[config.mk]
export PLATFORM = sky130hd
export DESIGN_NAME = mmu_tlb_top
export DESIGN_NICKNAME = d
export VERILOG_FILES = /design/src/logic/mmu_pkg.sv /design/src/logic/tlb_if.sv /design/src/logic/mmu_tlb_top.sv /design/src/logic/tlb_ctrl.sv /design/src/logic/tlb_entry.sv /design/src/logic/tlb_hit_sel.sv
export SDC_FILE = /design/constraint.sdc
export NUM_CORES = 1
export LEC_CHECK = 0
export BUFFER_PORTS_ARGS = -buffer_cell sky130_fd_sc_hd__buf_2
export CELL_PAD_IN_SITES_DETAIL_PLACEMENT = 0
export CELL_PAD_IN_SITES_GLOBAL_PLACEMENT = 1
export CORE_MARGIN = 5
export CORE_UTILIZATION = 40
export DETAILED_ROUTE_END_ITERATION = 10
export GPL_TIMING_DRIVEN = 0
export PLACE_DENSITY = 0.68
export RECOVER_POWER = 25
export SLEW_MARGIN = 5
export SYNTH_ARGS = -nofsm -noshare
export SYNTH_HDL_FRONTEND = slang
export SYNTH_HIERARCHICAL = 1
export SYNTH_SLANG_ARGS = --single-unit
export TNS_END_PERCENT = 10
[constraint.sdc]
create_clock -name forever_cpuclk -period 6.3 [get_ports forever_cpuclk]
set_input_delay 0 -clock forever_cpuclk [delete_from_list [all_inputs] [get_ports forever_cpuclk]]
set_output_delay 0 -clock forever_cpuclk [all_outputs]
set_load 0.01 [all_outputs]
[src/logic/mmu_pkg.sv]
/*
  Shared widths, Wishbone register map and TLB entry word layouts.
  Pages are fixed at 4 KB, so VPN and PPN are both 20 bits wide.
*/
package mmu_pkg;

  localparam int VA_W       = 32;
  localparam int PAGE_OFS_W = 12;
  localparam int VPN_W      = VA_W - PAGE_OFS_W;
  localparam int PPN_W      = 20;
  localparam int ASID_W     = 10;
  localparam int WB_ADR_W   = 3;
  localparam int WB_DAT_W   = 32;

  // Register map in word addresses
  localparam logic [WB_ADR_W-1:0] ADR_INDEX = 3'd0;
  localparam logic [WB_ADR_W-1:0] ADR_TAG   = 3'd1;
  localparam logic [WB_ADR_W-1:0] ADR_DATA  = 3'd2;
  localparam logic [WB_ADR_W-1:0] ADR_ASID  = 3'd3;
  localparam logic [WB_ADR_W-1:0] ADR_CMD   = 3'd4;

  typedef struct packed {
    logic [VPN_W-1:0]  vpn;
    logic [ASID_W-1:0] asid;
    logic              g;
    logic              rsvd;
  } tlb_tag_t;

  typedef struct packed {
    logic [PPN_W-1:0] ppn;
    logic [9:0]       rsvd;
    logic             v;
    logic             d;
  } tlb_data_t;

  // Bus write word, read as tag or data depending on address
  typedef union packed {
    tlb_tag_t            tag;
    tlb_data_t           data;
    logic [WB_DAT_W-1:0] raw;
  } tlb_wdata_u;

endpackage

[src/logic/tlb_if.sv]
/*
  Buses between the TLB controller and the entry array.
  Maintenance strobes are single-cycle pulses; lookup is broadcast to all entries.
*/
`timescale 1ns/1ps

interface tlb_maint_if #(
  parameter int NUM_ENTRIES = 16
) ();
  import mmu_pkg::*;

  localparam int IDX_W = $clog2(NUM_ENTRIES);

  logic              wr_en;
  logic [IDX_W-1:0]  wr_idx;
  tlb_tag_t          wr_tag;
  tlb_data_t         wr_data;
  logic              inv_all;
  logic              inv_asid;
  logic [ASID_W-1:0] cur_asid;

  modport ctrl (
    output wr_en, wr_idx, wr_tag, wr_data, inv_all, inv_asid, cur_asid
  );

  modport entry (
    input wr_en, wr_idx, wr_tag, wr_data, inv_all, inv_asid, cur_asid
  );
endinterface

interface tlb_lookup_if ();
  import mmu_pkg::*;

  logic                  vld;
  logic [VPN_W-1:0]      vpn;
  logic [PAGE_OFS_W-1:0] ofs;
  logic [ASID_W-1:0]     asid;
  logic                  st;

  modport ctrl  (output vld, vpn, ofs, asid, st);
  modport entry (input vld, vpn, asid);
  modport sel   (input vld, ofs, st);
endinterface

[src/logic/mmu_tlb_top.sv]
/*
  TLB top level with a Wishbone maintenance port and a lookup port.
  One lookup per cycle, no stall; response follows req_vld by two cycles.
  NUM_ENTRIES must be a power of two from 4 to 64.
*/
`timescale 1ns/1ps

module mmu_tlb_top #(
  parameter int NUM_ENTRIES = 16
) (
  input  logic                         forever_cpuclk,
  input  logic                         rst_n,
  input  logic                         wb_cyc,
  input  logic                         wb_stb,
  input  logic                         wb_we,
  input  logic [mmu_pkg::WB_ADR_W-1:0] wb_adr,
  input  logic [mmu_pkg::WB_DAT_W-1:0] wb_dat_w,
  output logic [mmu_pkg::WB_DAT_W-1:0] wb_dat_r,
  output logic                         wb_ack,
  input  logic                         req_vld,
  input  logic [mmu_pkg::VA_W-1:0]     req_va,
  input  logic                         req_st,
  output logic                         rsp_vld,
  output logic [mmu_pkg::VA_W-1:0]     rsp_pa,
  output logic                         rsp_miss,
  output logic                         rsp_fault
);
  import mmu_pkg::*;

  logic [NUM_ENTRIES-1:0]             hit_vec;
  logic [NUM_ENTRIES-1:0]             v_vec;
  logic [NUM_ENTRIES-1:0]             d_vec;
  logic [NUM_ENTRIES-1:0][PPN_W-1:0]  ppn_vec;

  tlb_maint_if #(.NUM_ENTRIES(NUM_ENTRIES)) maint_bus ();
  tlb_lookup_if                             lookup_bus ();

  tlb_ctrl #(.NUM_ENTRIES(NUM_ENTRIES)) ctrl_i (
    .forever_cpuclk (forever_cpuclk),
    .rst_n          (rst_n),
    .wb_cyc         (wb_cyc),
    .wb_stb         (wb_stb),
    .wb_we          (wb_we),
    .wb_adr         (wb_adr),
    .wb_dat_w       (wb_dat_w),
    .wb_dat_r       (wb_dat_r),
    .wb_ack         (wb_ack),
    .req_vld        (req_vld),
    .req_st         (req_st),
    .req_va         (req_va),
    .maint          (maint_bus.ctrl),
    .lookup         (lookup_bus.ctrl)
  );

  //============================================================
  // Entry array
  //============================================================
  for (genvar i = 0; i < NUM_ENTRIES; i++) begin : g_entry
    tlb_entry #(.ENTRY_IDX(i)) entry_i (
      .forever_cpuclk (forever_cpuclk),
      .rst_n          (rst_n),
      .maint          (maint_bus.entry),
      .lookup         (lookup_bus.entry),
      .hit            (hit_vec[i]),
      .ppn            (ppn_vec[i]),
      .v              (v_vec[i]),
      .d              (d_vec[i])
    );
  end

  tlb_hit_sel #(.NUM_ENTRIES(NUM_ENTRIES)) hit_sel_i (
    .forever_cpuclk (forever_cpuclk),
    .rst_n          (rst_n),
    .lookup         (lookup_bus.sel),
    .hit            (hit_vec),
    .v              (v_vec),
    .d              (d_vec),
    .ppn            (ppn_vec),
    .rsp_vld        (rsp_vld),
    .rsp_miss       (rsp_miss),
    .rsp_fault      (rsp_fault),
    .rsp_pa         (rsp_pa)
  );

endmodule

[src/logic/tlb_ctrl.sv]
/*
  Wishbone classic slave for TLB maintenance, one-cycle ack, no wait states.
  Writes to TAG only stage the tag; a DATA write commits both to entry INDEX.
  Requests are registered onto the lookup bus with the ASID of that cycle.
*/
`timescale 1ns/1ps

module tlb_ctrl #(
  parameter int NUM_ENTRIES = 16
) (
  input  logic                         forever_cpuclk,
  input  logic                         rst_n,
  input  logic                         wb_cyc,
  input  logic                         wb_stb,
  input  logic                         wb_we,
  input  logic [mmu_pkg::WB_ADR_W-1:0] wb_adr,
  input  mmu_pkg::tlb_wdata_u          wb_dat_w,
  output logic [mmu_pkg::WB_DAT_W-1:0] wb_dat_r,
  output logic                         wb_ack,
  input  logic                         req_vld,
  input  logic                         req_st,
  input  logic [mmu_pkg::VA_W-1:0]     req_va,
  tlb_maint_if.ctrl                    maint,
  tlb_lookup_if.ctrl                   lookup
);
  import mmu_pkg::*;

  localparam int IDX_W = $clog2(NUM_ENTRIES);

  logic                bus_req;
  logic                wr_stb;
  logic [IDX_W-1:0]    index_q;
  logic [ASID_W-1:0]   asid_q;
  tlb_tag_t            tag_q;
  logic [WB_DAT_W-1:0] rd_mux;

  //============================================================
  // Wishbone handshake
  //============================================================
  assign bus_req = wb_cyc & wb_stb & ~wb_ack;
  assign wr_stb  = bus_req & wb_we;

  always_ff @(posedge forever_cpuclk) begin
    if (!rst_n) begin
      wb_ack <= 1'b0;
    end else begin
      wb_ack <= bus_req;
    end
  end

  always_comb begin
    case (wb_adr)
      ADR_INDEX: rd_mux = WB_DAT_W'(index_q);
      ADR_ASID:  rd_mux = WB_DAT_W'(asid_q);
      default:   rd_mux = '0;
    endcase
  end

  always_ff @(posedge forever_cpuclk) begin
    if (bus_req && !wb_we) begin
      wb_dat_r <= rd_mux;
    end
  end

  //============================================================
  // Registers
  //============================================================
  always_ff @(posedge forever_cpuclk) begin
    if (!rst_n) begin
      index_q <= '0;
      asid_q  <= '0;
    end else if (wr_stb) begin
      if (wb_adr == ADR_INDEX) begin
        index_q <= wb_dat_w.raw[IDX_W-1:0];
      end
      if (wb_adr == ADR_ASID) begin
        asid_q <= wb_dat_w.raw[ASID_W-1:0];
      end
    end
  end

  always_ff @(posedge forever_cpuclk) begin
    if (wr_stb && wb_adr == ADR_TAG) begin
      tag_q <= wb_dat_w.tag;
    end
  end

  // Strobes land on the ack cycle
  always_ff @(posedge forever_cpuclk) begin
    if (!rst_n) begin
      maint.wr_en    <= 1'b0;
      maint.inv_all  <= 1'b0;
      maint.inv_asid <= 1'b0;
    end else begin
      maint.wr_en    <= wr_stb && (wb_adr == ADR_DATA);
      maint.inv_all  <= wr_stb && (wb_adr == ADR_CMD) && wb_dat_w.raw[0];
      maint.inv_asid <= wr_stb && (wb_adr == ADR_CMD) && wb_dat_w.raw[1];
    end
  end

  always_ff @(posedge forever_cpuclk) begin
    if (wr_stb && wb_adr == ADR_DATA) begin
      maint.wr_idx  <= index_q;
      maint.wr_tag  <= tag_q;
      maint.wr_data <= wb_dat_w.data;
    end
  end

  assign maint.cur_asid = asid_q;

  //============================================================
  // Lookup feeder
  //============================================================
  always_ff @(posedge forever_cpuclk) begin
    if (!rst_n) begin
      lookup.vld <= 1'b0;
    end else begin
      lookup.vld <= req_vld;
    end
  end

  always_ff @(posedge forever_cpuclk) begin
    lookup.vpn  <= req_va[VA_W-1:PAGE_OFS_W];
    lookup.ofs  <= req_va[PAGE_OFS_W-1:0];
    lookup.asid <= asid_q;
    lookup.st   <= req_st;
  end

endmodule

[src/logic/tlb_entry.sv]
/*
  One fully associative TLB entry for a 4 KB page.
  Match result and fields are registered one cycle after the lookup bus.
*/
`timescale 1ns/1ps

module tlb_entry #(
  parameter int ENTRY_IDX = 0
) (
  input  logic                      forever_cpuclk,
  input  logic                      rst_n,
  tlb_maint_if.entry                maint,
  tlb_lookup_if.entry               lookup,
  output logic                      hit,
  output logic [mmu_pkg::PPN_W-1:0] ppn,
  output logic                      v,
  output logic                      d
);
  import mmu_pkg::*;

  tlb_tag_t  tag_q;
  tlb_data_t data_q;
  logic      present;
  logic      sel_wr;
  logic      asid_kill;
  logic      match;

  assign sel_wr    = maint.wr_en && (int'(maint.wr_idx) == ENTRY_IDX);
  // Global pages survive an ASID flush
  assign asid_kill = maint.inv_asid && !tag_q.g && (tag_q.asid == maint.cur_asid);

  always_ff @(posedge forever_cpuclk) begin
    if (!rst_n) begin
      present <= 1'b0;
    end else if (sel_wr) begin
      present <= 1'b1;
    end else if (maint.inv_all || asid_kill) begin
      present <= 1'b0;
    end
  end

  always_ff @(posedge forever_cpuclk) begin
    if (sel_wr) begin
      tag_q  <= maint.wr_tag;
      data_q <= maint.wr_data;
    end
  end

  assign match = present && (tag_q.vpn == lookup.vpn)
                 && (tag_q.g || (tag_q.asid == lookup.asid));

  always_ff @(posedge forever_cpuclk) begin
    if (!rst_n) begin
      hit <= 1'b0;
    end else begin
      hit <= lookup.vld && match;
    end
  end

  always_ff @(posedge forever_cpuclk) begin
    ppn <= data_q.ppn;
    v   <= data_q.v;
    d   <= data_q.d;
  end

endmodule

[src/logic/tlb_hit_sel.sv]
/*
  Priority select over the registered entry matches; lowest index wins.
  The response is formed from the match stage, two cycles after req_vld.
  Miss and fault outputs force the physical address to zero.
*/
`timescale 1ns/1ps

module tlb_hit_sel #(
  parameter int NUM_ENTRIES = 16
) (
  input  logic                                        forever_cpuclk,
  input  logic                                        rst_n,
  tlb_lookup_if.sel                                   lookup,
  input  logic [NUM_ENTRIES-1:0]                      hit,
  input  logic [NUM_ENTRIES-1:0]                      v,
  input  logic [NUM_ENTRIES-1:0]                      d,
  input  logic [NUM_ENTRIES-1:0][mmu_pkg::PPN_W-1:0]  ppn,
  output logic                                        rsp_vld,
  output logic                                        rsp_miss,
  output logic                                        rsp_fault,
  output logic [mmu_pkg::VA_W-1:0]                    rsp_pa
);
  import mmu_pkg::*;

  localparam int IDX_W = $clog2(NUM_ENTRIES);

  logic                  vld_q;
  logic                  st_q;
  logic [PAGE_OFS_W-1:0] ofs_q;
  logic                  any_hit;
  logic [IDX_W-1:0]      hit_idx;
  logic                  fault;

  //============================================================
  // Align request with the entry match stage
  //============================================================
  always_ff @(posedge forever_cpuclk) begin
    if (!rst_n) begin
      vld_q <= 1'b0;
    end else begin
      vld_q <= lookup.vld;
    end
  end

  always_ff @(posedge forever_cpuclk) begin
    st_q  <= lookup.st;
    ofs_q <= lookup.ofs;
  end

  //============================================================
  // Hit select and permission check
  //============================================================
  always_comb begin
    any_hit = 1'b0;
    hit_idx = '0;
    for (int i = NUM_ENTRIES - 1; i >= 0; i--) begin
      if (hit[i]) begin
        any_hit = 1'b1;
        hit_idx = IDX_W'(i);
      end
    end
  end

  // Invalid page, or store to a clean page
  assign fault = any_hit && (!v[hit_idx] || (st_q && !d[hit_idx]));

  assign rsp_vld   = vld_q;
  assign rsp_miss  = vld_q && !any_hit;
  assign rsp_fault = vld_q && fault;
  assign rsp_pa    = (vld_q && any_hit && !fault) ? {ppn[hit_idx], ofs_q} : '0;

endmodule

; Yosys cells after proc, flatten, opt, wreduce, memory -nomap -nowiden
; Cells that the tools add are included.
[totals]
ff_bits = 1428
in_bits = 74
out_inout_bits = 68
wordCells = 527
[classes]
order_cmp = 1
eq_ne = 67
n_mux = 72
bitwise_logic = 4
n_reduce_logical = 182
[op_table]
columns = operator, n
row1 = == test 10 bit, 32
row2 = == test 20 bit, 16
row3 = logical AND 1 bit, 108
row4 = binary-select mux 20 bit (select 4 bit), 1
row5 = two-way mux 4 bit, 16
row6 = two-way mux 1 bit, 50
row7 = logical OR 1 bit, 33
row8 = == test 4 bit (second input constant), 8
row9 = two-way mux 32 bit, 1
row10 = nonzero test 2 bit, 16
row11 = logical NOT 1 bit, 21
row12 = two-way mux 20 bit, 1
row13 = one-hot mux 10 bit (2 select lines), 1
row14 = == test 4 x 3 -> 1 bit (second input constant), 4
row15 = binary-select mux 1 bit (select 4 bit), 2
row16 = == test 4 x 2 -> 1 bit (second input constant), 2
row17 = == test 3 x 2 -> 1 bit (second input constant), 2
row18 = < comparator 4 x 5 -> 1 bit (second input constant), 1
row19 = == test 4 x 1 -> 1 bit (second input constant), 1
row20 = logical NOT 4 bit, 1
row21 = AND reduction 2 bit, 2
row22 = AND 1 bit, 3
row23 = == test 3 x 1 -> 1 bit (second input constant), 1
row24 = == test 3 bit (second input constant), 1
row25 = other kinds (2), 2

; Depth between registers and ports, before layout
[depth]
ltp_word = 25
ltp_mapped = 11
mapped_depth_nobuf = 8

; Cells and area by module
; The synthesis kept the hierarchy.
[modules_own_cells]
columns = module, n_inst, cells_each, area_each_um2, seq_area_each_um2
row1 = tlb_entry at g_entry[0].entry_i ..., 6, 137, 2553.7, 2072.0
row2 = tlb_entry at g_entry[13].entry_i ..., 4, 137, 2551.2, 2072.0
row3 = tlb_entry at g_entry[1].entry_i ..., 3, 137, 2555.0, 2072.0
row4 = tlb_ctrl, 1, 264, 5212.5, 4544.4
row5 = tlb_entry at g_entry[11].entry_i ..., 2, 137, 2557.5, 2072.0
row6 = tlb_hit_sel, 1, 532, 4197.8, 280.3
row7 = tlb_entry at g_entry[15].entry_i, 1, 138, 2553.7, 2072.0

; Worst setup path after synthesis
; OpenSTA, ideal clock, no wires.
[synth_timing]
path_type = reg2reg
startpoint = reg ctrl_i.maint.wr_idx[0]
endpoint = reg g_entry[4].entry_i.present
setup_ns = 0.091
arrival_time_ns = 6.604
slack_ns = -0.395
stages_incl_launch_ff = 4
path_buffers = 0
period_less_slack_ns = 6.695
cell_sequence = edfxtp_1 > nor4_1 > o21ai_0 > a21oi_1
[synth_via]
elab_chain_cells = 3
word_cells_on_any_way = 4
cone_classes = eq/ne (1) / mux (1) / reduce/logical (2)
[synth_lines]
columns = item, line_no
row1 = start: declaration, tlb_if.sv:23  ; output wr_en, wr_idx, wr_tag, wr_data, inv_all, inv_asid, cur_asid
row2 = start signal: assignment, tlb_ctrl.sv:103  ; maint.wr_idx <= index_q;
row3 = == test 4 bit *, tlb_entry.sv:28  ; assign sel_wr = maint.wr_en && (int'(maint.wr_idx) == ENTRY_IDX);
row4 = logical AND 1 bit *, tlb_entry.sv:28
row5 = named net g_entry[4].entry_i.sel_wr, tlb_entry.sv:24  ; logic sel_wr;
row6 = two-way mux 1 bit or nonzero test 2 bit (tied branches), n/a
row7 = end signal: assignment, tlb_entry.sv:34  ; present <= 1'b0;
row8 = end signal: assignment, tlb_entry.sv:36  ; present <= 1'b1;
row9 = end signal: assignment, tlb_entry.sv:38  ; present <= 1'b0;
row10 = end: declaration, tlb_entry.sv:23  ; logic present;
; The timed path passes the listed nets; every way through them passes the cells marked *.
; A chain may end at the register's enable or synchronous reset.

; Worst setup path in the final report
[layout_timing]
startpoint = reg g_entry[10].entry_i.hit
endpoint = out rsp_pa[12] (netlist name)
[layout_via]
elab_chain_cells = 20
word_cells_on_any_way = 37
cone_classes = mux (29) / reduce/logical (8)
[layout_lines]
columns = item, line_no
row1 = start: declaration, tlb_entry.sv:14  ; output logic hit,
row2 = start signal: assignment, tlb_entry.sv:56  ; hit <= lookup.vld && match;
row3 = two-way mux 4 bit (11 in a row), tlb_hit_sel.sv:57  ; if (hit[i]) begin
row4 = binary-select mux 1 bit (select 4 bit), tlb_hit_sel.sv:65  ; assign fault = any_hit && (!v[hit_idx] || (st_q && !d[hit_idx]));
row5 = two-way mux 1 bit (implied by the code), tlb_hit_sel.sv:65
row6 = logical NOT 1 bit, tlb_hit_sel.sv:65
row7 = logical AND 1 bit, tlb_hit_sel.sv:65
row8 = logical OR 1 bit, tlb_hit_sel.sv:65
row9 = logical AND 1 bit, tlb_hit_sel.sv:65
row10 = logical NOT 1 bit, tlb_hit_sel.sv:70  ; assign rsp_pa = (vld_q && any_hit && !fault) ? {ppn[hit_idx], ofs_q} : '0;
row11 = logical AND 1 bit, tlb_hit_sel.sv:70
row12 = two-way mux 32 bit *, tlb_hit_sel.sv:70
row13 = end: declaration, mmu_tlb_top.sv:24  ; output logic [mmu_pkg::VA_W-1:0] rsp_pa,
; Mark *: on every way between the ends. The rest lies on a longest branch, timed or not. The select of a mux whose other input is x is not followed.

==> flow_summary_export.csv <==
group,metric,value,unit
status,status,"finished, final reports clean",
worst_setup_path,start_kind,"flip-flop",
floorplan,num_rows,129,
place,dpl.hpwl,75.4,mm
worst_setup_path,r2r_start,"ctrl_i/wb_ack$_SDFF_PN0_",
hold_path,whs_endpoint,"ctrl_i/maint.cur_asid[3]$_SDFFE_PN0P_",
sta,rsz0062_at_grt,"no",
final_layout,drive_gt1_frac,0.150,
routing,drtPass1Iterations,5,
final_layout,post-route-util,0.482,
sta,maxSlewHeadroom,0.0657,
sta,finalSetupViolations,0,
place,routabilityCongestion,0.773,
worst_setup_path,end_kind,"primary output",
routing,post-route-drc-count,0,
hold_path,min_from,"wb_dat_w[3]",
floorplan,die_area,0.132,sq mm
clock_tree,clock_path_buffers,3,
worst_setup_path,worstPathMaxFanout,10,
routing,wirelength,121,mm
floorplan,ios,142,
clock_tree,numCtsBuffers,146,
floorplan,core,0.124,sq mm
place,place_area,0.0536,sq mm
clock_tree,cts_resized,0,
synthesis,avgSynthCellArea,16.8,sq um
hold_path,hold_depth,4,
routing,via_per_inst,4.98,
synthesis,netlist_instances,2977,
flow_run,cap_viol_max_count,0,
sta,hold_viol,0,
clock_tree,cts_hold_buf,130,
worst_setup_path,rr_worst_depth,8,
final_layout,design_area,0.0597,sq mm
grt,grt.overflow.total,0,
worst_setup_path,crit_arrival,4.79,ns
grt,antenna_found_initial,3,
routing,avgRoutedWirePerCell,23.1,um
routing,num_vias,25900,
clock_tree,clock_sinks,1406,
final_layout,syn2layout_area_growth,19.6,%
pwr,p_leak,0.0207,uW
final_layout,nets,3523,
synthesis,ys_warn_count,6,
grt,grt_pass1_wl,175,mm
floorplan,dieWidth,363,um
synthesis,syn_area,0.0499,sq mm
sta,worst_pin_slew,1.40,ns
grt,grt_max_degree,52,
grt,first_global_vias,26100,
sta,drv_slew,0,
floorplan,initial_core_util,0.403,
pwr,ir_drop,0.293,mV
routing,drt-initial-drc-count,2116,
pwr,power_density,313,mW/mm^2
sta,fmax,0.209,GHz
floorplan,die_h,363,um
worst_setup_path,worstSetupPathType,"reg2out",
worst_setup_path,rrSetupSlack,3.00,ns
sta,skew,0.0187,ns
hold_path,hold_class,"in2reg",
clock_tree,clkLatencyLatePin,0.77,ns
worst_setup_path,required,6.30,ns
worst_setup_path,reg2reg_to,"ctrl_i/tag_q[24]$_DFFE_PP_",
clock_tree,clkTransAtPathRegs,0.06,ns
sta,min_period,4.79,ns
place,portBuffers,119,
sta,post-route-period-util,0.760,
routing,ant_nets,0,
clock_tree,cts_tree,"yes",
grt,grtUsageTotal,0.183,
clock_tree,htreeDepth,4,
clock_tree,cts_setup_buffers,0,
clock_tree,root_buffer,"clkbuf_16",
[flip-flops by register name, summed over array words and instances (netlist names), 4 cells and up]
register and flops:
g_entry.entry_i/data_q 352, ctrl_i/lookup.asid 10, ctrl_i/wb_dat_r 10, ctrl_i/lookup.ofs 12
g_entry.entry_i/v 16, ctrl_i/maint.wr_tag 31, g_entry.entry_i/hit 16, g_entry.entry_i/ppn 320
ctrl_i/maint.wr_data 22, g_entry.entry_i/d 16, ctrl_i/maint.wr_idx 4, hit_sel_i/ofs_q 12
g_entry.entry_i/present 16, ctrl_i/lookup.vpn 20, ctrl_i/index_q 4, ctrl_i/tag_q 31
g_entry.entry_i/tag_q 496, ctrl_i/maint.cur_asid 10
[cell usage in the layout (no fill, tap or decap), types with 16 or more instances in the layout]
cell type      instances
edfxtp_1             946
xor2_1               453
dfxtp_1              449
xnor2_1              187
clkbuf_16            150
nand2_1              144
dlygate4sd3_1        130
nor4_1               117
buf_2                114
mux2i_1               96
clkbuf_1              87
nand4_1               65
buf_4                 46
a311oi_1              45
and3_1                44
a211oi_1              42
clkinv_2              27
conb_1                22
mux4_2                21
nor3_1                20
nor3_2                20
o31ai_1               20
nor2b_1               19
nor4_2                19
clkinv_1              17
o21ai_0               17
buf_12                17
buf_6                 16
a21oi_1               16
a41oi_1               16
[power breakdown]
group	switching (uW)	internal (uW)
clock	3590	4980
combinational	105	146
sequential	87.0	9770
[worst max-delay path: stages (launching register included)]
cell       delay [ns]
dfxtp_1          0.44
nor2_1           0.07
a2111oi_0        0.55
a21o_1           0.27
and2_1           0.26
buf_2            0.36
buf_2            0.40
clkbuf_1         0.66
a311oi_1         0.22
o31ai_1          0.54
nor3_2           0.06
buf_2            0.17
[worst max path at each step]
stage                                  startpoint                                       to  slack [ns]  cells past startpoint
2_1_floorplan    ctrl_i/maint.wr_idx[0]$_DFFE_PP_  g_entry[4].entry_i/present$_SDFFE_PN0P_       -0.39                      3
3_3_place_gp     ctrl_i/maint.wr_idx[1]$_DFFE_PP_  g_entry[8].entry_i/present$_SDFFE_PN0P_       -6.41                      3
3_5_place_dp   g_entry[10].entry_i/hit$_SDFF_PN0_                               rsp_pa[30]        2.31                     11
4_1_cts        g_entry[10].entry_i/hit$_SDFF_PN0_                               rsp_pa[12]        1.45                     11
5_1_grt        g_entry[10].entry_i/hit$_SDFF_PN0_                               rsp_pa[12]        1.24                     11
6_report       g_entry[10].entry_i/hit$_SDFF_PN0_                               rsp_pa[12]        1.51                     11
[layout make-up]
| type | count | area [sq um] |
|---|---|---|
| inverters | 5 | 18.8 |
| diodes | 3 | 7.51 |
| well taps | 1637 | 2050 |
| plain buffers | 88 | 528 |
| flip-flops and latches | 1406 | 37600 |
| clock buffers | 198 | 4080 |
| multi-input cells | 1499 | 11900 |
| clock inverters | 74 | 774 |
| repair buffers | 303 | 2680 |
| fillers | 10500 | 64100 |
[stage by stage]
step                instances  hold slack [ns]  total power [uW]  TNS (ns)  setup slack, ns
floorplan                2998           0.0277             10100    -12.63           -0.395
global placement         4754            0.103             10200   -687.38            -6.41
detailed placement       4808            0.104             10200         0             2.31
CTS                      5210          0.00411             18900         0             1.45
global route             5210           0.0790             19300         0             1.24
finish                   5213           0.0632             18700         0             1.51
[metal layers]
layer / vias to the layer above / part of all wire / GRT usage
met5: - / 0 / 0
met4: 0 / 0.025 / 0.0595
met3: 167 / 0.047 / 0.0291
met2: 655 / 0.49 / 0.306
met1: 13100 / 0.44 / 0.246
li1: 12000 / - / -
(Power assumes the default switching activity.)
